### src/hw/emmu_pkg.sv
//==========================================================================
// Config port widths, translation table entry layout and config op codes
// for the eMesh MMU. Import where the table or the config port is used.
//==========================================================================
`default_nettype none

package emmu_pkg;

   // config (mi) port
   localparam int MI_AW = 16;   // byte address
   localparam int MI_DW = 32;

   // mi_addr layout
   localparam int MI_HALF_BIT = 2;   // 0 = entry[31:0], 1 = entry[47:32]
   localparam int MI_IDX_LSB  = 3;   // table index starts here

   // stored entry, wide enough for PAW-AW+IDW with IDW up to 16
   localparam int TBL_W      = 48;
   localparam int TBL_NLANES = TBL_W / 8;   // byte write lanes

   // lane enables for each half of an entry
   localparam logic [TBL_NLANES-1:0] TBL_LO_LANES = 6'b001111;
   localparam logic [TBL_NLANES-1:0] TBL_HI_LANES = 6'b110000;

   // what the config port does this cycle
   typedef enum logic [1:0]
   {
      MI_IDLE  = 2'd0,
      MI_WRITE = 2'd1,
      MI_READ  = 2'd2
   } emmu_mi_op_t;

endpackage

`default_nettype wire

### src/hw/emmu_cfg.sv
//==========================================================================
// Config port decoder for the MMU table. Turns mi_* strobes into half-entry
// writes and reads on table port A, and returns read data on mi_dout.
//==========================================================================
`timescale 1ns/100ps
`default_nettype none

module emmu_cfg
   import emmu_pkg::*;
#(
   parameter int IDW = 12
)
(
   input  wire                    clk,
   input  wire                    reset,

   // config port
   input  wire                    mi_en,
   input  wire                    mi_we,
   input  wire [MI_AW-1:0]        mi_addr,
   input  wire [MI_DW-1:0]        mi_din,
   output logic [MI_DW-1:0]       mi_dout,

   // table port A
   output logic                   tbl_cfg_en,
   output logic [TBL_NLANES-1:0]  tbl_cfg_wr_en,
   output logic [IDW-1:0]         tbl_cfg_idx,
   output logic [TBL_W-1:0]       tbl_cfg_wdata,
   input  wire [TBL_W-1:0]        tbl_cfg_rdata
);

   // address wide enough to slice any IDW, upper bits zero past MI_AW
   localparam int XW = (IDW + MI_IDX_LSB > MI_AW) ? IDW + MI_IDX_LSB : MI_AW;

   emmu_mi_op_t      mi_op;
   logic [XW-1:0]    mi_addr_x;
   logic             half_sel;
   logic             rd_q;          // read issued last cycle
   logic             half_q;        // its half select
   logic [MI_DW-1:0] rd_data;       // steered table data
   logic [MI_DW-1:0] dout_q;        // last read result

   always_comb
   begin
      if (!mi_en)
         mi_op = MI_IDLE;
      else if (mi_we)
         mi_op = MI_WRITE;
      else
         mi_op = MI_READ;
   end

   assign mi_addr_x = XW'(mi_addr);
   assign half_sel  = mi_addr[MI_HALF_BIT];

   assign tbl_cfg_en  = (mi_op != MI_IDLE);
   assign tbl_cfg_idx = mi_addr_x[IDW+MI_IDX_LSB-1:MI_IDX_LSB];

   // only the addressed half gets lanes
   assign tbl_cfg_wr_en = (mi_op != MI_WRITE) ? '0 :
                          half_sel            ? TBL_HI_LANES :
                                                TBL_LO_LANES;

   // same word lands in both halves, lanes pick one
   assign tbl_cfg_wdata = {mi_din[TBL_W-MI_DW-1:0], mi_din};

   always_ff @(posedge clk)
   begin
      if (reset)
      begin
         rd_q   <= 1'b0;
         half_q <= 1'b0;
         dout_q <= '0;
      end
      else
      begin
         rd_q <= (mi_op == MI_READ);
         if (mi_op == MI_READ)
            half_q <= half_sel;
         if (rd_q)
            dout_q <= rd_data;   // keep until next read
      end
   end

   // high half is 16 bits, zero-extended
   assign rd_data = half_q ? MI_DW'(tbl_cfg_rdata[TBL_W-1:MI_DW]) :
                             tbl_cfg_rdata[MI_DW-1:0];

   // fresh table data in the cycle after the strobe, held value after that
   assign mi_dout = rd_q ? rd_data : dout_q;

   // config accesses are word aligned
   a_mi_aligned : assert property (@(posedge clk) disable iff (reset)
      mi_en |-> (mi_addr[1:0] == 2'b00))
      else $error("emmu_cfg: unaligned mi_addr %h", mi_addr);

endmodule

`default_nettype wire

### config.mk
export PLATFORM = sky130hd
export DESIGN_NAME = emmu_cfg
export DESIGN_NICKNAME = d
export VERILOG_FILES = /design/src/hw/emmu_pkg.sv /design/src/hw/emmu_cfg.sv
export SDC_FILE = /design/constraint.sdc
export NUM_CORES = 1
export LEC_CHECK = 0
export BUFFER_PORTS_ARGS = -buffer_cell sky130_fd_sc_hd__buf_4
export CORE_UTILIZATION = 34
export CTS_BUF_LIST = sky130_fd_sc_hd__clkbuf_4 sky130_fd_sc_hd__clkbuf_8
export CTS_CLUSTER_SIZE = 24
export DETAILED_ROUTE_END_ITERATION = 16
export PLACE_DENSITY = 0.9
export SYNTH_ARGS = -nofsm -noshare
export SYNTH_HDL_FRONTEND = slang
export SYNTH_SLANG_ARGS = --single-unit
### constraint.sdc
create_clock -name clk -period 1 [get_ports clk]
set_input_delay 0.05 -clock clk [delete_from_list [all_inputs] [get_ports clk]]
set_output_delay 0.05 -clock clk [all_outputs]
set_load 0.005 [all_outputs]
==> reports/qor.csv <==
stage,metric,value,unit
drt,Post-Route M1 WL,1690,µm
clock_network,hold_buf cts,0,
clock_network,"Clk pin slew, worst setup/hold paths",70,ps
drt,drt pass-1 iters,4,
layout,most frequent cells in the layout,"80 x buf_4, 32 x dfxtp_1, 27 x a21oi_2, 19 x nor2_1, 17 x nand2b_1",
setup_path,Reg2Reg Setup Slack,-170,ps
layout,"commonest non-fill, non-tap cell in the layout",buf_4,
synth,mux cell area share after synthesis,0.0835,
clock_network,CTS buffer count,5,
synth,sequential fraction of the synthesis area,0.334,
outcome,failing checks,negative setup slack,
die,Die Height,79.4,µm
synth,"FF+latch count, synth",34,
die,Site Rows,27,
synth,post-synthesis cell count,247,
drt,drt first-iter violations,22,
synth,"Cell Area, Synth",2040,µm²
die,initial core utilization,0.361,
drt,Routed WL,5020,µm
place,Port Buffers,91,
die,DIE WIDTH,79.4,µm
flow_run,number of max-cap violations,0,
drt,uppermost layer routed,met4,
synth,adder-cell share of the synthesized area,0,
setup_path,Worst setup endpoint,mi_dout[23],
global_routing,vias in the first global route,1458,
synth,mean post-synth cell area,8.25,µm²
clock_network,clk buf depth,2,
synth,Synth cell types,15,
setup_path,Worst Path Arrival,1340,ps
setup_path,startpoint types,flop,
timing,final number of setup-violating endpoints,64,
place,HPWL after DPL,3090,µm
place,Inst Count DP,338,
layout,Ant. Diodes,0,
layout,Nets,379,
layout,Final Non-Filler Cells,352,
layout,multi-input combinational cell area,1050,µm²
synth,cell taking the most area after synthesis,dfxtp_1,
synth,top post-synthesis cells by area,"dfxtp_1 33%, buf_4 24%, mux2i_1 8.3%",
drt,Final ANT Viol Nets,0,
drt,Vias,1663,
synth,largest family of logic cells by synthesized area,buffers and inverters,
power_and_ir_drop,PwrDens,1190,nW/µm²
setup_path,Worst Setup SP,rd_q,
clock_network,root buf cell,clkbuf_8,
setup_path,R2R Path End,dout_q[26],
layout,register area,688,µm²
synth,xor/xnor share of the synthesized area,0,
outcome,status,"complete, but fails checks",
drt,drt drc,0,
setup_path,Critical Path RT,950,ps
power_and_ir_drop,Clk pwr share,0.346,
setup_path,kind of critical path,flop to primary output,
power_and_ir_drop,switching share of total power,0.246,
drt,routed wl met3,387,µm
setup_path,Crit. End Element,primary output,
power_and_ir_drop,P_leak,0.00135,µW
timing,final worst path period need,1390,ps
synth,Synth Area in Simple Gates,0.207,
global_routing,first-pass GRT wire length,6350,µm
drt,vias per cell,4.72,
die,Core Region,5640,µm²
clock_network,CTS sink cnt,34,
global_routing,GRT Residual Overflow,0,
setup_path,worst reg-to-reg path cell count,5,
timing,Final Worst Setup Slack,-392,ps
layout,final core occ,0.507,
drt,DR WL/cell,14.3,µm
timing,max-slew violation count,0,
place,routability cong.,0.692,
drt,metal2 WL,2760,µm
global_routing,initial antenna violation count,0,
timing,final hold vios,0,
synth,post-synth net total,347,
die,# IOs,199,
synth,Compound-Gate Fraction of Synth Area,0.0952,
layout,area grow syn2layout,40.2,%
min_path,worst hold path class,input pin to flop,
timing,worst slew pin tran,425,ps
die,die area,6310,µm²
layout,fillers,500,
power_and_ir_drop,Peak supply drop,0.649,mV
global_routing,largest net degree at the start of global routing,49,
synth,synth warn,0,
power_and_ir_drop,P_sw,839,µW
clock_network,H-tree depth,2,
timing,crit share post-route,1.39,
power_and_ir_drop,P_int,2570,µW
timing,RSZ-0062 raised after global routing,yes,
setup_path,CP Max Fanout,8,
timing,slew margin rel.,0.717,
global_routing,Overall Global Routing Usage,0.134,
synth,top cell type's share of synthesized area,0.334,
timing,Final Skew,6.68,ps
power_and_ir_drop,Comb pwr share,0.234,
setup_path,worst r2r src,rd_q,
clock_network,CTS tree,built,
clock_network,clk_lat worst skew,280,ps
power_and_ir_drop,Sequential Power Share,0.420,
timing,achievable clock frequency,0.718,GHz
layout,share of cells above drive strength 1,0.625,
[worst max-delay path, cell delays in order (launching register included)]
cell and delay (ps):
dfxtp_4 380, nor2b_4 210, clkbuf_16 210, nand2_2 60
nand2_1 80, buf_4 110
[power groups by stage]
| stage | logic, µW | clock network [µW] | registers [µW] |
|---|---|---|---|
| finish | 795 | 1180 | 1430 |
| global route | 855 | 1290 | 1440 |
| CTS | 639 | 1230 | 1430 |
| detailed placement | 637 | 0 | 1460 |
| global placement | 619 | 0 | 1460 |
| floorplan | 490 | 0 | 1460 |
[registers in the layout, summed over array words and instances, names as in the netlist]
name / flops
rd_q: 1
half_q: 1
dout_q: 32
[synth_stat cells]
cell      instances
nand2_1          33
nor2b_1          10
and3_1            1
and2b_1           7
buf_2             2
buf_4            66
dfxtp_1          34
buf_6             2
nand2b_1         17
a21oi_1          23
buf_12            1
mux2i_1          17
a21oi_2           9
clkbuf_1          6
nor2_1           19
[per-layer routing]
| layer | global-route usage | up-vias |
|---|---|---|
| li1 | - | 786 |
| met1 | 0.111 | 764 |
| met2 | 0.250 | 84 |
| met3 | 0.0480 | 29 |
| met4 | 0.107 | 0 |
| met5 | 0 | - |
[repair_timing]
action | CTS | global route
pin swaps | 0 | 35
setup buffers | 0 | 3
cloned | 0 | 3
resized for setup | 2 | 78
endpoints found under the setup margin | 64 | 64
[metrics by stage]
stage	instance area (µm²)	setup WS [ps]	total power, µW	TNS (ps)	hold slack, ps
6_report	2860	-392	3410	-13920	13.8
2_1_floorplan	2070	-119	1950	-1370	122
3_5_place_dp	2340	-141	2100	-2960	100
3_3_place_gp	2340	-81.3	2080	-1660	100
5_1_grt	2860	-458	3590	-17720	17.6
4_1_cts	2460	-390	3300	-12130	4.64
[how the worst min path moves through the flow]
stage / start / endpoint / slack, ps / depth (start not counted)
2_1_floorplan: reset / dout_q[0] / 120 / 1
3_3_place_gp: mi_addr[13] / tbl_cfg_idx[10] / 100 / 0
3_5_place_dp: mi_addr[13] / tbl_cfg_idx[10] / 100 / 0
4_1_cts: mi_addr[2] / half_q / 5 / 3
5_1_grt: tbl_cfg_rdata[18] / dout_q[18] / 20 / 3
6_report: mi_addr[2] / half_q / 10 / 3
[cell families after synthesis]
family / Yosys count
multiplexers: 17
AND/OR/NAND/NOR: 87
buffers and inverters: 77
flip-flops: 34
AO/OA/AOI/OAI: 32
[layout make-up]
cell class | count | share of cell area
timing repair buffer | 102 | 0.320
clock buffer | 8 | 0.0385
sequential | 34 | 0.241
multi-input combinational | 136 | 0.369
tap | 72 | 0.0315
No activity file was read; power rests on OpenSTA's default activity.
