===== config.mk =====
export PLATFORM = sky130hd
export DESIGN_NAME = emmu
export DESIGN_NICKNAME = d
export VERILOG_FILES = /design/src/hw/emesh_pkg.sv /design/src/hw/emmu_pkg.sv /design/src/hw/emmu.sv
export SDC_FILE = /design/constraint.sdc
export NUM_CORES = 1
export LEC_CHECK = 0
export BUFFER_PORTS_ARGS = -buffer_cell sky130_fd_sc_hd__buf_2
export CAP_MARGIN = 0
export CORE_AREA = 3 3 115 117
export CTS_CLUSTER_DIAMETER = 120
export DETAILED_ROUTE_END_ITERATION = 16
export DIE_AREA = 0 0 118 120
export PLACE_DENSITY = 0.72
export SLEW_MARGIN = 20
export SYNTH_ARGS = -nofsm -noshare
export SYNTH_HDL_FRONTEND = slang
export SYNTH_SLANG_ARGS = --single-unit

===== constraint.sdc =====
create_clock -name clk -period 1 [get_ports clk]
set_clock_uncertainty 0.2 [all_clocks]
set_input_delay 0.05 -clock clk [delete_from_list [all_inputs] [get_ports clk]]
set_output_delay 0.05 -clock clk [all_outputs]
set_load 0.1 [all_outputs]

===== src/hw/emesh_pkg.sv =====
//==========================================================================
// eMesh transaction field widths and datamode encoding, shared by the
// translator and the top level. Pull in with a wildcard import.
//==========================================================================
`default_nettype none

package emesh_pkg;

   // transaction field widths
   localparam int EMESH_AW    = 32;   // dst/src address
   localparam int EMESH_DW    = 32;   // data payload
   localparam int EMESH_CTRLW = 4;    // ctrlmode field

   // translated destination address, full physical space
   localparam int EMESH_PAW   = 64;

   // access size of a transaction, carried through untouched
   typedef enum logic [1:0]
   {
      DM_BYTE   = 2'b00,
      DM_HALF   = 2'b01,
      DM_WORD   = 2'b10,
      DM_DOUBLE = 2'b11
   } emesh_datamode_t;

endpackage

`default_nettype wire


===== src/hw/emmu_pkg.sv =====
//==========================================================================
// Config port widths, translation table entry layout and config op codes
// for the eMesh MMU. Import where the table or the config port is used.
//==========================================================================
`default_nettype none

package emmu_pkg;

   // config (mi) port
   localparam int MI_AW = 16;   // byte address
   localparam int MI_DW = 32;

   // mi_addr layout
   localparam int MI_HALF_BIT = 2;   // 0 = entry[31:0], 1 = entry[47:32]
   localparam int MI_IDX_LSB  = 3;   // table index starts here

   // stored entry, wide enough for PAW-AW+IDW with IDW up to 16
   localparam int TBL_W      = 48;
   localparam int TBL_NLANES = TBL_W / 8;   // byte write lanes

   // lane enables for each half of an entry
   localparam logic [TBL_NLANES-1:0] TBL_LO_LANES = 6'b001111;
   localparam logic [TBL_NLANES-1:0] TBL_HI_LANES = 6'b110000;

   // what the config port does this cycle
   typedef enum logic [1:0]
   {
      MI_IDLE  = 2'd0,
      MI_WRITE = 2'd1,
      MI_READ  = 2'd2
   } emmu_mi_op_t;

endpackage

`default_nettype wire


===== src/hw/emmu.sv =====
//==========================================================================
// eMesh address translator pipeline. Starts the table lookup from the top
// IDW dstaddr bits, delays the rest of the transaction one cycle to line up
// with the lookup, then builds the 64-bit physical destination address.
//==========================================================================
`timescale 1ns/100ps
`default_nettype none

module emmu
   import emesh_pkg::*;
   import emmu_pkg::*;
#(
   parameter int IDW = 12
)
(
   input  wire                      clk,
   input  wire                      reset,
   input  wire                      mmu_en,   // level, applied at output

   // incoming transaction
   input  wire                      emesh_access_in,
   input  wire                      emesh_write_in,
   input  emesh_datamode_t          emesh_datamode_in,
   input  wire [EMESH_CTRLW-1:0]    emesh_ctrlmode_in,
   input  wire [EMESH_AW-1:0]       emesh_dstaddr_in,
   input  wire [EMESH_AW-1:0]       emesh_srcaddr_in,
   input  wire [EMESH_DW-1:0]       emesh_data_in,

   // translated transaction
   output logic                     emmu_access_out,
   output logic                     emmu_write_out,
   output emesh_datamode_t          emmu_datamode_out,
   output logic [EMESH_CTRLW-1:0]   emmu_ctrlmode_out,
   output logic [EMESH_PAW-1:0]     emmu_dstaddr_out,
   output logic [EMESH_AW-1:0]      emmu_srcaddr_out,
   output logic [EMESH_DW-1:0]      emmu_data_out,

   // table port B
   output logic                     tbl_lk_en,
   output logic [IDW-1:0]           tbl_lk_idx,
   input  wire [TBL_W-1:0]          tbl_lk_data
);

   localparam int EW = EMESH_PAW - EMESH_AW + IDW;   // entry bits used
   localparam int OW = EMESH_AW - IDW;               // untranslated offset

   logic [EMESH_AW-1:0] dstaddr_q;

   // lookup launched with the transaction
   assign tbl_lk_en  = emesh_access_in;
   assign tbl_lk_idx = emesh_dstaddr_in[EMESH_AW-1 -: IDW];

   always_ff @(posedge clk)
   begin
      if (reset)
         emmu_access_out <= 1'b0;
      else
         emmu_access_out <= emesh_access_in;
   end

   // payload, loaded per transaction
   always_ff @(posedge clk)
   begin
      if (emesh_access_in)
      begin
         emmu_write_out    <= emesh_write_in;
         emmu_datamode_out <= emesh_datamode_in;
         emmu_ctrlmode_out <= emesh_ctrlmode_in;
         emmu_srcaddr_out  <= emesh_srcaddr_in;
         emmu_data_out     <= emesh_data_in;
         dstaddr_q         <= emesh_dstaddr_in;   // matches table latency
      end
   end

   // page from the table, offset from the original address
   always_comb
   begin
      if (mmu_en)
         emmu_dstaddr_out = {tbl_lk_data[EW-1:0], dstaddr_q[OW-1:0]};
      else
         emmu_dstaddr_out = EMESH_PAW'(dstaddr_q);   // bypass, zero-ext
   end

   // downstream keys everything off this strobe
   a_access_known : assert property (@(posedge clk) disable iff (reset)
      !$isunknown(emmu_access_out))
      else $error("emmu: emmu_access_out unknown");

endmodule

`default_nettype wire


==> results.yml, run 1 <==
outcome:
  status: "complete, but fails checks"
  violations: "negative setup slack"
logic_synthesis:
  syn-mean-instance-area_sq_um: 20.2
  synth_seq_cells: 104
  synth_area_leaders: "edfxtp_1 (82%), buf_4 (6.6%), and2_1 (5.3%)"
  synth_area_sq_um: 3780
  yosysTopAreaCellShare_pct: 81.9
  synth.distinct_cells: 10
  yosys_warnings: 0
  syn-num-nets: 342
  syn_inst: 187
  seq_area_frac_synth_pct: 82.4
  synth_top_area_cell: "edfxtp_1"
flow_run:
  max_cap_violations: 0
layout:
  area.growth.synth_to_final_pct: 141
  num_antenna_cells: 0
  drive_gt1_share_pct: 64.0
  utilization_pct: 73.2
  finalInstanceArea_sq_um: 9120
  finalNetCount: 731
  stdcell_count: 753
die:
  core-area_sq_um: 12500
  initial_core_util_pct: 30.3
  die_x_um: 118
  die_h_um: 120
  die_area_sq_um: 14200
  row_count: 41
  io_pins: 304
critical_path:
  path_cells: "mux2_4 > buf_12"
  timing.critical_path.from_type: "flip-flop"
  path_max_fanout: 1
  endpoint_kind: "primary output"
  crit_path_top_delay_cell: "edfxtp_1"
  arrival_ns: 1.18
  path_class: "reg2out"
  slowest_delay_ns: 0.38
  cp.required_ns: 0.75
  worstSetupStartpoint: "dstaddr_q[23]$_DFFE_PP_"
place:
  place_area_sq_um: 7650
  place.gp.congestion: 0.763
  dp_hpwl_um: 9470
  dp_cells: 629
  io_buffers: 299
detailed_routing:
  drtAntennaViolNets: 0
  routed_wl_um: 14300
  drtIter0Drc: 124
  wl_per_cell_um: 19.0
  viasPerCell: 4.14
  drcViolationCount: 0
  route.vias.total: 3120
  first_pass_iters: 4
sta:
  maxSlewViolCount: 0
  holdWs_ns: 0.0193
  finalSetupTns_ns: -23.64
  fin_ws_ns: -0.431
  slew_headroom_pct: 84.6
  setup_viol: 104
  fin_crit_ns: 1.43
  max_freq_ghz: 0.699
  rsz0062_at_grt: "true"
  fin_crit_sh_pct: 143
  tightest_slew_ns: 0.231
  hold_viol_final: 0
clock_tree:
  cts_tree: "yes"
  clockBufferDepth: 2
  cts_inserted_buffers: 9
  clkTransAtPathRegs_ns: 0.07
  cts_root_buf: "clkbuf_16"
  h-tree-depth: 3
  cts.sinks: 104
global_route:
  antenna_found_initial: 0
  grt_usage_pct: 20.1
  grt_pass1_wl_um: 21100
  grt_pass1_vias: 3565
  grt-ovfl-total: 0
  grt_max_degree: 44
power:
  p_leak_nw: 3.93
  ir_worst_vdd_mv: 1.14
  p_per_area_nw_per_um2: 1700
min_path:
  hold_end: "emmu_data_out[24]$_DFFE_PP_"
  hold_path_depth: 2
  holdCritStartpoint: "emesh_access_in"
  hold_class: "in2reg"
## cells in the final DEF (no fill, tap or decap), types with 2 or more instances in the layout
cell / count
buf_12: 154
buf_2: 148
dlygate4sd3_1: 104
edfxtp_1: 103
and2_4: 31
mux2_4: 12
clkbuf_16: 9
buf_4: 4
buf_6: 4
bufinv_16: 2
buf_16: 2
## worst max-delay path by stage
stage                                 to  slack, ns
floorplan           emmu_ctrlmode_out[0]      -0.15
global placement    emmu_dstaddr_out[30]      -0.08
detailed placement  emmu_dstaddr_out[29]      -0.10
CTS                 emmu_dstaddr_out[23]      -0.45
global route        emmu_dstaddr_out[26]      -0.46
finish              emmu_dstaddr_out[23]      -0.43
## final cells by class
class	count	area (sq um)
repair buffers	416	4990
fillers	711	3350
flip-flops and latches	104	3110
multi-input cells	45	465
clock buffers	11	243
well taps	172	215
clock inverters	5	87.6
## registers in the layout, summed over array words and instances (netlist names)
| name | count |
|---|---|
| dstaddr_q | 32 |
| emmu_data_out | 32 |
| emmu_srcaddr_out | 32 |
| emmu_ctrlmode_out | 4 |
| emmu_datamode_out | 2 |
| emmu_access_out | 1 |
| emmu_write_out | 1 |
## critical path: cells and delay by family (launching register included)
family / cells / cell delay (ns)
buf+inv: 1 / 0.17
mux: 1 / 0.29
flops: 1 / 0.38
## cell usage after synthesis
cell type    n
buf_12       1
dfxtp_1      1
and2_1      32
buf_6        1
buf_2        3
nor2b_1      1
edfxtp_1   103
mux2_4       8
buf_4       33
mux2_2       4
## timing repair
item / CTS / global route
hold endpoints to repair: 114 / 0
gates cloned: 2 / 0
gates resized for setup: 7 / 3
endpoints found under the setup margin: 120 / 116
setup buffers: 2 / 0
hold buffers: 104 / 0
## metrics by stage
stage / total power [mW] / setup slack (ns)
after floorplan: 8.93 / -0.154
after global placement: 11.3 / -0.0845
after detailed placement: 11.3 / -0.104
after CTS: 15.5 / -0.451
after global routing: 15.9 / -0.463
final: 15.5 / -0.431
## cell families (layout without fill, tap and decap cells)
family | count (synthesis) | after routing | synth area share (%)
mux | 12 | 12 | 4.37
simple gates | 33 | 33 | 5.46
buf+inv | 38 | 432 | 7.78
flops | 104 | 104 | 82.4
## routing by layer
metal | wire length [um] | share of wire (%) | global-route usage (%) | up-vias
met5 | 0 | 0 | 0 | -
met4 | 287 | 2.0 | 7.55 | 0
met3 | 1320 | 9.2 | 7.49 | 18
met2 | 7820 | 55 | 37.4 | 196
met1 | 4870 | 34 | 20.6 | 1480
li1 | - | - | - | 1426
## report_power, final
part           internal, mW  switching, mW
sequential             5.19          0.275
clock                  2.29           1.58
combinational          2.32           3.83
(Power assumes the default switching activity.)
==> run 2: changes to the inputs <==
Settings changed: BUFFER_PORTS_ARGS -buffer_cell sky130_fd_sc_hd__buf_2 to -buffer_cell sky130_fd_sc_hd__clkbuf_2, PLACE_DENSITY 0.72 to 0.76.
==> results.yml, run 2 (same netlist as run 1, synthesis figures left out) <==
outcome:
  status: "complete, but fails checks"
  violations: "negative setup slack"
sta:
  fin_ws_ns: -0.440
  setup_viol: 104
  max_freq_ghz: 0.694
  slew_headroom_pct: 83.1
  rsz0062_at_grt: "true"
  holdWs_ns: 0.0372
  finalSetupTns_ns: -24.25
  tightest_slew_ns: 0.253
  maxSlewViolCount: 0
  fin_crit_ns: 1.44
  fin_crit_sh_pct: 144
  hold_viol_final: 0
layout:
  finalNetCount: 733
  area.growth.synth_to_final_pct: 141
  drive_gt1_share_pct: 64.2
  finalInstanceArea_sq_um: 9110
  layout_common_cells: "buf_12 (153), clkbuf_2 (148), dlygate4sd3_1 (104), edfxtp_1 (103), and2_4 (31)"
  num_antenna_cells: 0
  reg.largest.list: "dstaddr_q: 32 flops, emmu_data_out: 32 flops, emmu_srcaddr_out: 32 flops"
  layout_commonest_cell: "buf_12"
die:
  row_count: 41
  io_pins: 304
  die_x_um: 118
  die_h_um: 120
  initial_core_util_pct: 30.3
  core-area_sq_um: 12500
  die_area_sq_um: 14200
place:
  io_buffers: 299
  place.gp.congestion: 0.762
  dp_hpwl_um: 10100
  place_area_sq_um: 7660
  place_ws_ns: -0.111
clock_tree:
  cts.sinks: 104
  clkTransAtPathRegs_ns: 0.08
  cts_inserted_buffers: 9
  cts_tree: "yes"
  clockBufferDepth: 2
  h-tree-depth: 3
  cts_root_buf: "clkbuf_16"
detailed_routing:
  routed_wl_um: 14900
  viasPerCell: 4.19
  drcViolationCount: 0
  drtAntennaViolNets: 0
  drtIter0Drc: 114
  wl_per_cell_um: 19.7
  first_pass_iters: 4
  route.vias.total: 3164
power:
  p_per_area_nw_per_um2: 1680
  ir_worst_vdd_mv: 0.913
  p_leak_nw: 3.97
  report.power.total_mw: 15.3
global_route:
  grt_max_degree: 36
  grt_pass1_vias: 3691
  grt_pass1_wl_um: 21900
  grt-ovfl-total: 0
  grt_usage_pct: 20.9
  antenna_found_initial: 0
critical_path:
  path_max_fanout: 1
  timing.critical_path.from_type: "flip-flop"
  path_class: "reg2out"
  endpoint_kind: "primary output"
  cp.required_ns: 0.75
  arrival_ns: 1.19
min_path:
  hold_class: "in2reg"
  hold_path_depth: 2
flow_run:
  max_cap_violations: 0
==> run 2: what timing repair did <==
item                                   CTS  global route
cloned                                   1             0
gates resized for setup                  6             4
buffers inserted                         2             0
setup endpoints to repair              112           123
hold buffers                           105             0
pin swaps                                1             0
endpoints found under the hold margin  111             0
==> run 2: path summary, 6_finish.rpt <==
path               startpoint                        endpoint  slack (ns)
max   dstaddr_q[26]$_DFFE_PP_            emmu_dstaddr_out[26]       -0.44
min           emesh_access_in  emmu_srcaddr_out[26]$_DFFE_PP_        0.04
==> run 2: worst max-delay path, stage by stage (launching register included) <==
cell	delay, ns
edfxtp_1	0.38
mux2_4	0.30
buf_12	0.17
==> run 2: routing by layer <==
metal	vias up	wire [um]	track usage (%)
met2	209	8410	40.9
li1	1432	-	-
met4	0	421	7.40
met1	1497	4700	19.6
met3	26	1370	8.01
met5	-	0	0
==> run 2: final cells by class <==
type,instances,area [sq um]
clock buffers,9,225
repair buffers,418,5000
well taps,172,215
clock inverters,7,91.3
flip-flops and latches,104,3110
multi-input cells,45,465
fillers,710,3350
==> run 2: report_power, final <==
part | switching (mW) | total, mW | internal, mW
registers | 0.283 | 5.47 | 5.19
logic | 3.85 | 6.17 | 2.32
clock network | 1.69 | 3.69 | 2.00
total | 5.82 | 15.3 | 9.50
==> run 2: per-stage QoR <==
step                      utilization [%]  instances
final                                73.1        755
after CTS                            73.0        755
after global routing                 73.1        755
after global placement               61.5        631
after detailed placement             61.5        631
after floorplan                         -        187
